### config.mk
export PLATFORM = sky130hd
export DESIGN_NAME = mipsCore
export DESIGN_NICKNAME = d
export VERILOG_FILES = /design/src/verilog/mipsPkg.sv /design/src/verilog/mipsControl.sv /design/src/verilog/mipsCore.sv /design/src/verilog/mipsExecute.sv /design/src/verilog/mipsFetch.sv /design/src/verilog/mipsRegFile.sv
export VERILOG_INCLUDE_DIRS = /design/src /design/src/verilog
export SDC_FILE = /design/constraint.sdc
export NUM_CORES = 2
export LEC_CHECK = 0
export BUFFER_PORTS_ARGS = -buffer_cell sky130_fd_sc_hd__clkbuf_2
export CAP_MARGIN = 20
export CORE_MARGIN = 5
export CORE_UTILIZATION = 69
export DETAILED_ROUTE_END_ITERATION = 8
export MAX_ROUTING_LAYER = met4
export PLACE_DENSITY = 0.86
export SLEW_MARGIN = 0
export SYNTH_ARGS = -nofsm -noshare
export SYNTH_HDL_FRONTEND = slang
export SYNTH_HIERARCHICAL = 1
export SYNTH_SLANG_ARGS = --single-unit
### constraint.sdc
create_clock -name Clk -period 77 [get_ports Clk]
set_input_delay 3.85 -clock Clk [delete_from_list [all_inputs] [get_ports Clk]]
set_output_delay 3.85 -clock Clk [all_outputs]
set_load 0.05 [all_outputs]
### src/verilog/mips_consts.svh
`ifndef MIPS_CONSTS_SVH
`define MIPS_CONSTS_SVH

// Datapath and address width
`define WORD_W 32

// Register file geometry
`define REG_ADDR_W 5
`define NUM_REGS 32

// First instruction address
`define PC_RESET 32'h0000_0000

// Sequential instruction stride in bytes
`define PC_STEP 32'd4

`endif
### src/verilog/mipsPkg.sv
`include "mips_consts.svh"

package mipsPkg;

	typedef logic [`WORD_W-1:0] wordT;

	typedef enum logic [5:0] {
		OpRType = 6'h00,
		OpJ = 6'h02,
		OpBeq = 6'h04,
		OpBne = 6'h05,
		OpAddi = 6'h08,
		OpXori = 6'h0e,
		OpLw = 6'h23,
		OpSw = 6'h2b
	} opcodeT;

	typedef enum logic [5:0] {
		FnBreak = 6'h0d,
		FnAdd = 6'h20,
		FnSub = 6'h22,
		FnAnd = 6'h24,
		FnOr = 6'h25,
		FnXor = 6'h26
	} functT;

	typedef enum logic [2:0] {AluAdd, AluSub, AluAnd, AluOr, AluXor} aluOpT;

	typedef enum logic [4:0] {
		Fetch, FetchWait, FetchLoad, Decode,
		RType, RTypeWb,
		ImmOp, ImmWb,
		MemAddr, LoadRead, LoadWait, LoadMdr, LoadWb, StoreWrite,
		Branch, Jump, Halt
	} ctrlStateT;

	// Decoded views of the instruction register
	typedef struct packed {
		opcodeT opcode;
		logic [`REG_ADDR_W-1:0] rs;
		logic [`REG_ADDR_W-1:0] rt;
		logic [`REG_ADDR_W-1:0] rd;
		functT funct;
		logic [15:0] imm16;
		logic [25:0] target26;
	} instrFieldsT;

	typedef struct packed {
		logic pcWrite;
		logic [1:0] pcSource; // 0 ALU result, 1 ALUOut, 2 jump target
		logic iorD; // Memory address from ALUOut
		logic irWrite;
		logic aluSrcA; // 0 PC, 1 register A
		logic [1:0] aluSrcB; // 0 B, 1 step, 2 imm, 3 imm << 2
		aluOpT aluOp;
		logic aluOutLoad;
		logic aWrite;
		logic bWrite;
		logic mdrLoad;
		logic regWrite;
		logic regDst; // 0 rt, 1 rd
		logic [1:0] memToReg; // 0 ALUOut, 1 MDR
		logic memWrite;
	} ctrlT;

endpackage

### src/verilog/mipsControl.sv
`timescale 1ns/10ps

module mipsControl (
	input logic Clk,
	input logic Reset,
	input mipsPkg::instrFieldsT instr,
	input logic zero,
	output mipsPkg::ctrlT ctrl,
	output logic Halted
);
	import mipsPkg::*;

	ctrlStateT state;
	ctrlStateT nextState;
	aluOpT rAluOp;

	always_ff @(posedge Clk or posedge Reset) begin
		if (Reset) begin
			state <= Fetch;
		end else begin
			state <= nextState;
		end
	end

	// R-type ALU operation from funct
	always_comb begin
		case (instr.funct)
			FnSub: rAluOp = AluSub;
			FnAnd: rAluOp = AluAnd;
			FnOr: rAluOp = AluOr;
			FnXor: rAluOp = AluXor;
			default: rAluOp = AluAdd;
		endcase
	end

	always_comb begin
		case (state)
			Fetch: nextState = FetchWait;
			FetchWait: nextState = FetchLoad;
			FetchLoad: nextState = Decode;
			Decode: begin
				case (instr.opcode)
					OpRType: nextState = (instr.funct == FnBreak) ? Halt : RType;
					OpAddi, OpXori: nextState = ImmOp;
					OpLw, OpSw: nextState = MemAddr;
					OpBeq, OpBne: nextState = Branch;
					OpJ: nextState = Jump;
					default: nextState = Fetch; // Unknown opcode skipped
				endcase
			end
			RType: nextState = RTypeWb;
			ImmOp: nextState = ImmWb;
			MemAddr: nextState = (instr.opcode == OpLw) ? LoadRead : StoreWrite;
			LoadRead: nextState = LoadWait;
			LoadWait: nextState = LoadMdr;
			LoadMdr: nextState = LoadWb;
			Halt: nextState = Halt; // Sticky until reset
			default: nextState = Fetch;
		endcase
	end

	always_comb begin
		ctrl = '0;
		ctrl.aluOp = AluAdd;
		case (state)
			FetchLoad: begin
				ctrl.irWrite = 1'b1;
				ctrl.pcWrite = 1'b1;
				ctrl.aluSrcB = 2'b01; // PC + step
				ctrl.pcSource = 2'b00;
			end
			Decode: begin
				ctrl.aWrite = 1'b1;
				ctrl.bWrite = 1'b1;
				ctrl.aluSrcB = 2'b11; // Branch target ahead of time
				ctrl.aluOutLoad = 1'b1;
			end
			RType: begin
				ctrl.aluSrcA = 1'b1;
				ctrl.aluSrcB = 2'b00;
				ctrl.aluOp = rAluOp;
				ctrl.aluOutLoad = 1'b1;
			end
			RTypeWb: begin
				ctrl.regWrite = 1'b1;
				ctrl.regDst = 1'b1; // Write rd
				ctrl.memToReg = 2'b00;
			end
			ImmOp: begin
				ctrl.aluSrcA = 1'b1;
				ctrl.aluSrcB = 2'b10;
				ctrl.aluOp = (instr.opcode == OpXori) ? AluXor : AluAdd;
				ctrl.aluOutLoad = 1'b1;
			end
			ImmWb: begin
				ctrl.regWrite = 1'b1;
				ctrl.memToReg = 2'b00;
			end
			MemAddr: begin
				ctrl.aluSrcA = 1'b1;
				ctrl.aluSrcB = 2'b10; // Base plus offset
				ctrl.aluOutLoad = 1'b1;
			end
			LoadRead, LoadWait: begin
				ctrl.iorD = 1'b1;
			end
			LoadMdr: begin
				ctrl.iorD = 1'b1;
				ctrl.mdrLoad = 1'b1;
			end
			LoadWb: begin
				ctrl.regWrite = 1'b1;
				ctrl.memToReg = 2'b01; // Loaded word
			end
			StoreWrite: begin
				ctrl.iorD = 1'b1;
				ctrl.memWrite = 1'b1;
			end
			Branch: begin
				// Compare A and B, take ALUOut target on match
				ctrl.aluSrcA = 1'b1;
				ctrl.aluSrcB = 2'b00;
				ctrl.aluOp = AluSub;
				ctrl.pcSource = 2'b01;
				ctrl.pcWrite = (instr.opcode == OpBne) ? ~zero : zero;
			end
			Jump: begin
				ctrl.pcWrite = 1'b1;
				ctrl.pcSource = 2'b10;
			end
			default: begin
				ctrl.aluOp = AluAdd; // Fetch, FetchWait and Halt drive no strobes
			end
		endcase
	end

	assign Halted = (state == Halt);

endmodule

### src/verilog/mipsCore.sv
`timescale 1ns/10ps

module mipsCore (
	input logic Clk,
	input logic Reset,
	input mipsPkg::wordT MemRData,
	output mipsPkg::wordT MemAddr,
	output mipsPkg::wordT MemWData,
	output logic MemWrite,
	output logic Halted
);
	import mipsPkg::*;

	ctrlT ctrl;
	instrFieldsT instr;
	wordT pc;
	wordT aluResult;
	wordT aluOut;
	wordT wrData;
	wordT rsData;
	wordT rtData;
	logic zero;

	mipsControl i_mipsControl (
		.Clk(Clk), .Reset(Reset), .instr(instr), .zero(zero),
		.ctrl(ctrl), .Halted(Halted)
	);

	mipsFetch i_mipsFetch (
		.Clk(Clk), .Reset(Reset), .ctrl(ctrl), .MemRData(MemRData),
		.aluResult(aluResult), .aluOut(aluOut),
		.instr(instr), .pc(pc), .MemAddr(MemAddr)
	);

	mipsRegFile i_mipsRegFile (
		.Clk(Clk), .Reset(Reset), .ctrl(ctrl), .instr(instr),
		.wrData(wrData), .rsData(rsData), .rtData(rtData)
	);

	mipsExecute i_mipsExecute (
		.Clk(Clk), .Reset(Reset), .ctrl(ctrl), .instr(instr),
		.pc(pc), .MemRData(MemRData), .rsData(rsData), .rtData(rtData),
		.aluResult(aluResult), .aluOut(aluOut), .wrData(wrData),
		.MemWData(MemWData), .zero(zero)
	);

	assign MemWrite = ctrl.memWrite;

endmodule

### src/verilog/mipsExecute.sv
`timescale 1ns/10ps
`include "mips_consts.svh"

module mipsExecute (
	input logic Clk,
	input logic Reset,
	input mipsPkg::ctrlT ctrl,
	input mipsPkg::instrFieldsT instr,
	input mipsPkg::wordT pc,
	input mipsPkg::wordT MemRData,
	input mipsPkg::wordT rsData,
	input mipsPkg::wordT rtData,
	output mipsPkg::wordT aluResult,
	output mipsPkg::wordT aluOut,
	output mipsPkg::wordT wrData,
	output mipsPkg::wordT MemWData,
	output logic zero
);
	import mipsPkg::*;

	wordT aReg;
	wordT bReg;
	wordT mdr;
	wordT immSext;
	wordT immExt;
	wordT immShift;
	wordT srcA;
	wordT srcB;

	assign immSext = {{(`WORD_W-16){instr.imm16[15]}}, instr.imm16};
	// xori is the only zero-extending immediate
	assign immExt = (instr.opcode == OpXori) ?
		{{(`WORD_W-16){1'b0}}, instr.imm16} : immSext;
	assign immShift = immSext << 2; // Word offset to byte offset

	assign srcA = ctrl.aluSrcA ? aReg : pc;

	always_comb begin
		case (ctrl.aluSrcB)
			2'b00: srcB = bReg;
			2'b01: srcB = `PC_STEP;
			2'b10: srcB = immExt;
			default: srcB = immShift;
		endcase
	end

	always_comb begin
		case (ctrl.aluOp)
			AluSub: aluResult = srcA - srcB;
			AluAnd: aluResult = srcA & srcB;
			AluOr: aluResult = srcA | srcB;
			AluXor: aluResult = srcA ^ srcB;
			default: aluResult = srcA + srcB;
		endcase
	end

	assign zero = (aluResult == '0); // Equality for branches

	always_ff @(posedge Clk or posedge Reset) begin
		if (Reset) begin
			aReg <= '0;
			bReg <= '0;
			aluOut <= '0;
			mdr <= '0;
		end else begin
			if (ctrl.aWrite)
				aReg <= rsData;
			if (ctrl.bWrite)
				bReg <= rtData;
			if (ctrl.aluOutLoad)
				aluOut <= aluResult;
			if (ctrl.mdrLoad)
				mdr <= MemRData;
		end
	end

	assign wrData = (ctrl.memToReg == 2'b01) ? mdr : aluOut;
	assign MemWData = bReg; // Store data is rt

endmodule

### src/verilog/mipsFetch.sv
`timescale 1ns/10ps
`include "mips_consts.svh"

module mipsFetch (
	input logic Clk,
	input logic Reset,
	input mipsPkg::ctrlT ctrl,
	input mipsPkg::wordT MemRData,
	input mipsPkg::wordT aluResult,
	input mipsPkg::wordT aluOut,
	output mipsPkg::instrFieldsT instr,
	output mipsPkg::wordT pc,
	output mipsPkg::wordT MemAddr
);
	import mipsPkg::*;

	wordT ir;
	wordT nextPc;
	wordT jumpTarget;

	// Region bits of PC kept for j
	assign jumpTarget = {pc[`WORD_W-1:`WORD_W-4], instr.target26, 2'b00};

	always_comb begin
		case (ctrl.pcSource)
			2'b01: nextPc = aluOut; // Branch target from Decode
			2'b10: nextPc = jumpTarget;
			default: nextPc = aluResult;
		endcase
	end

	always_ff @(posedge Clk or posedge Reset) begin
		if (Reset) begin
			pc <= `PC_RESET;
			ir <= '0;
		end else begin
			if (ctrl.pcWrite)
				pc <= nextPc;
			if (ctrl.irWrite)
				ir <= MemRData;
		end
	end

	assign MemAddr = ctrl.iorD ? aluOut : pc;

	always_comb begin
		instr.opcode = opcodeT'(ir[31:26]);
		instr.rs = ir[25:21];
		instr.rt = ir[20:16];
		instr.rd = ir[15:11];
		instr.funct = functT'(ir[5:0]);
		instr.imm16 = ir[15:0];
		instr.target26 = ir[25:0];
	end

endmodule

### src/verilog/mipsRegFile.sv
`timescale 1ns/10ps
`include "mips_consts.svh"

module mipsRegFile (
	input logic Clk,
	input logic Reset,
	input mipsPkg::ctrlT ctrl,
	input mipsPkg::instrFieldsT instr,
	input mipsPkg::wordT wrData,
	output mipsPkg::wordT rsData,
	output mipsPkg::wordT rtData
);
	import mipsPkg::*;

	wordT regs [`NUM_REGS];
	logic [`REG_ADDR_W-1:0] wrAddr;

	assign wrAddr = ctrl.regDst ? instr.rd : instr.rt;

	always_ff @(posedge Clk or posedge Reset) begin
		if (Reset) begin
			for (int i = 0; i < `NUM_REGS; i++)
				regs[i] <= '0;
		end else if (ctrl.regWrite && (wrAddr != '0)) begin
			regs[wrAddr] <= wrData; // $0 never written
		end
	end

	assign rsData = regs[instr.rs];
	assign rtData = regs[instr.rt];

endmodule

==> results.json <==
{
  "ys_ff_latch": 1221,
  "start_util": 0.695,
  "yosysSeqAreaShare": 0.432,
  "setup_tns_ps": 0,
  "cts_setup_buffers": 0,
  "synthToLayoutAreaGrowth_pct": 6.54,
  "yosysTopAreaCell": "dfrtp_1",
  "instances_no_fill": 7343,
  "whs_path_depth": 0,
  "seq_area_sq_um": 30600,
  "drt_iter0_drc": 7937,
  "synth.area.top_cells": "dfrtp_1 (43%), mux2_2 (18%), mux2i_1 (15%), a22oi_1 (2.2%), a21oi_1 (2.1%)",
  "synth_edf_count": 0,
  "peakVddDrop_uv": 47.4,
  "ff2ff_setup_slack_ps": 67930,
  "holdWs_ps": 403,
  "final_cell_mix": "dfrtp_1 (1219), mux2_2 (1136), mux2i_1 (1069), nand2_1 (303), a21oi_1 (292)",
  "p_comb_frac": 0.554,
  "hold_buffers": 0,
  "cts_root_buffer": "clkbuf_16",
  "cts_resized": 0,
  "min_from": "i_mipsRegFile/regs[1016]",
  "cts.sinks": 1221,
  "cts_tree": "done",
  "crit_path_max_incr_delay_ps": 590,
  "cts-buffers-inserted": 121,
  "crit_slowest_cell": "nor4_1",
  "grt_max_degree": 131,
  "fin_crit_sh": 0.118,
  "fin_ws_ps": 67930,
  "die_h_um": 330,
  "rows": 117,
  "drive_above_1_share": 0.279,
  "hold_violations": 0,
  "rr_worst_depth": 29,
  "cp-start-kind": "flip-flop",
  "ys_async_sr_fraction": 1.00,
  "syn_nets": 6276,
  "clock_latency_ps": 770,
  "crit_arrival_ps": 9660,
  "yosysTopAreaCellShare": 0.432,
  "antenna_found_initial": 8,
  "p_total_mw": 3.88,
  "end_kind": "flip-flop",
  "via_per_inst": 7.31,
  "core-area_sq_um": 102000,
  "p_seq_frac": 0.285,
  "grt_pass1_vias": 53600,
  "crit_type": "reg2reg",
  "overflow": 0,
  "synthDistinctLibCells": 93,
  "io_buffers": 99,
  "p_int_mw": 2.06,
  "synthFlopType": "dfrtp_1",
  "hold_path_class": "reg2reg",
  "synthCells": 6143,
  "path_clk_slew_ps": 70,
  "cts_max_path_buffers": 3,
  "max_cap_viol_count": 0,
  "clkPwrFrac": 0.162,
  "routed_wl_um": 233000,
  "worst_ep_required_time_ps": 77600,
  "min_to": "i_mipsRegFile/regs[1016]",
  "cts.htree.levels": 3,
  "route.detailed.drc": 0,
  "wl_per_cell_um": 31.7,
  "p_sw_frac": 0.470,
  "leakage_nw": 36.5,
  "die-area_sq_um": 109000,
  "avgSynthCellArea_sq_um": 11.5,
  "synth.cell_area_sq_um": 70800,
  "p_switching_mw": 1.82,
  "drt_pass1_iterations": 8,
  "finalClockSkew_ps": 59.8,
  "fillers": 6513,
  "rsz0062_at_grt": "no",
  "r2r_end": "i_mipsFetch/pc[19]",
  "fin_crit_ps": 9070,
  "dp_hpwl_um": 132000,
  "multiInputGateArea_sq_um": 37100,
  "track_usage": 0.431,
  "pre_cts_ws_ps": 67080,
  "die_x_um": 330,
  "critPathMaxFanout": 33,
  "drv_slew": 0,
  "outcome": "completed",
  "yosysWarningCount": 6,
  "globalplace.congestion": 1.04,
  "slew_headroom": 0.220,
  "grt_pass1_wl_um": 343000,
  "ant_nets": 0,
  "timing.rr.start": "i_mipsControl/state[0]",
  "worstMarginPinSlew_ps": 1170,
  "nets": 6002,
  "p_per_area_nw_per_um2": 51.5,
  "vias": 53700,
  "pin_count": 100,
  "max_freq_mhz": 110,
  "final-setup-viol-count": 0,
  "dp_cells": 7113,
  "layout_commonest_cell": "dfrtp_1"
}
## cells by family after synthesis
family,after synthesis,share of synthesized area
XOR/XNOR,53,0.00656
flip-flops,1221,0.432
AO/OA/AOI/OAI,917,0.0912
multiplexers,2291,0.346
AND/OR/NAND/NOR,857,0.0592
adder cells (fa/ha/maj),99,0.0176
buffers and inverters,704,0.0483
other,1,0.0000530
## metrics by stage
step           utilization  instance area (sq um)
2_1_floorplan            -                  70800
3_3_place_gp         0.698                  71200
3_5_place_dp         0.698                  71200
4_1_cts              0.740                  75400
5_1_grt              0.740                  75400
6_report             0.740                  75400
## cells in the mapped netlist, types with 98 or more instances
master and n:
nand2_1 306, mux2_2 1136, nand3_1 211, ha_1 98
clkbuf_1 293, a22o_1 130, dfrtp_1 1221, mux2i_1 1069
a21oi_1 295, buf_4 102, a22oi_1 210, buf_2 149
## sequential cells by signal, indices dropped and copies added (netlist names)
| signal | flops |
|---|---|
| i_mipsControl/state | 5 |
| i_mipsExecute/MemWData | 32 |
| i_mipsExecute/aReg | 32 |
| i_mipsExecute/aluOut | 32 |
| i_mipsExecute/mdr | 32 |
| i_mipsFetch/ir | 32 |
| i_mipsFetch/pc | 32 |
| i_mipsRegFile/regs | 1024 |
## critical path: cells and delay by family, from the launching register on
family	cells	cell delay, ps
flip-flops	1	530
buffers and inverters	4	1170
AO/OA/AOI/OAI	10	2620
XOR/XNOR	3	450
adder cells (fa/ha/maj)	1	490
AND/OR/NAND/NOR	11	3540
## routing by layer
metal	part of all wire	vias up	global-route usage	wire length (um)
met2	0.43	3779	0.613	99400
met3	0.13	1059	0.124	31100
li1	-	22000	-	-
met4	0.070	0	0.241	16200
met5	0	-	-	0
met1	0.37	26900	0.559	86100
## final cells by class
class	count	area share
Clock inverter	47	0.00877
Antenna cell	7	0.000232
Inverter	97	0.00499
Sequential cell	1221	0.405
Timing Repair Buffer	210	0.0187
Clock buffer	175	0.0474
Tap cell	1368	0.0227
Multi-Input combinational cell	4218	0.492
## power by group through the flow
stage	combinational (mW)	sequential [mW]	clock, mW
final	2.15	1.11	0.627
after global routing	2.25	1.13	0.655
after floorplan	1.52	1.03	0
after detailed placement	2.05	1.10	0
after CTS	2.08	1.09	0.629
after global placement	2.02	1.08	0
## worst max-delay path by stage
stage | start | end | slack, ps | cells past startpoint
floorplan | Reset | i_mipsRegFile/regs[0] | 44330 | 1
global placement | Reset | i_mipsRegFile/regs[20] | 67220 | 8
detailed placement | Reset | i_mipsRegFile/regs[427] | 67080 | 8
CTS | Reset | i_mipsRegFile/regs[20] | 67870 | 8
global route | Reset | i_mipsRegFile/regs[20] | 67070 | 8
finish | i_mipsControl/state[0] | i_mipsFetch/pc[19] | 67930 | 29
Note: power is estimated with default switching activity, not from simulation.
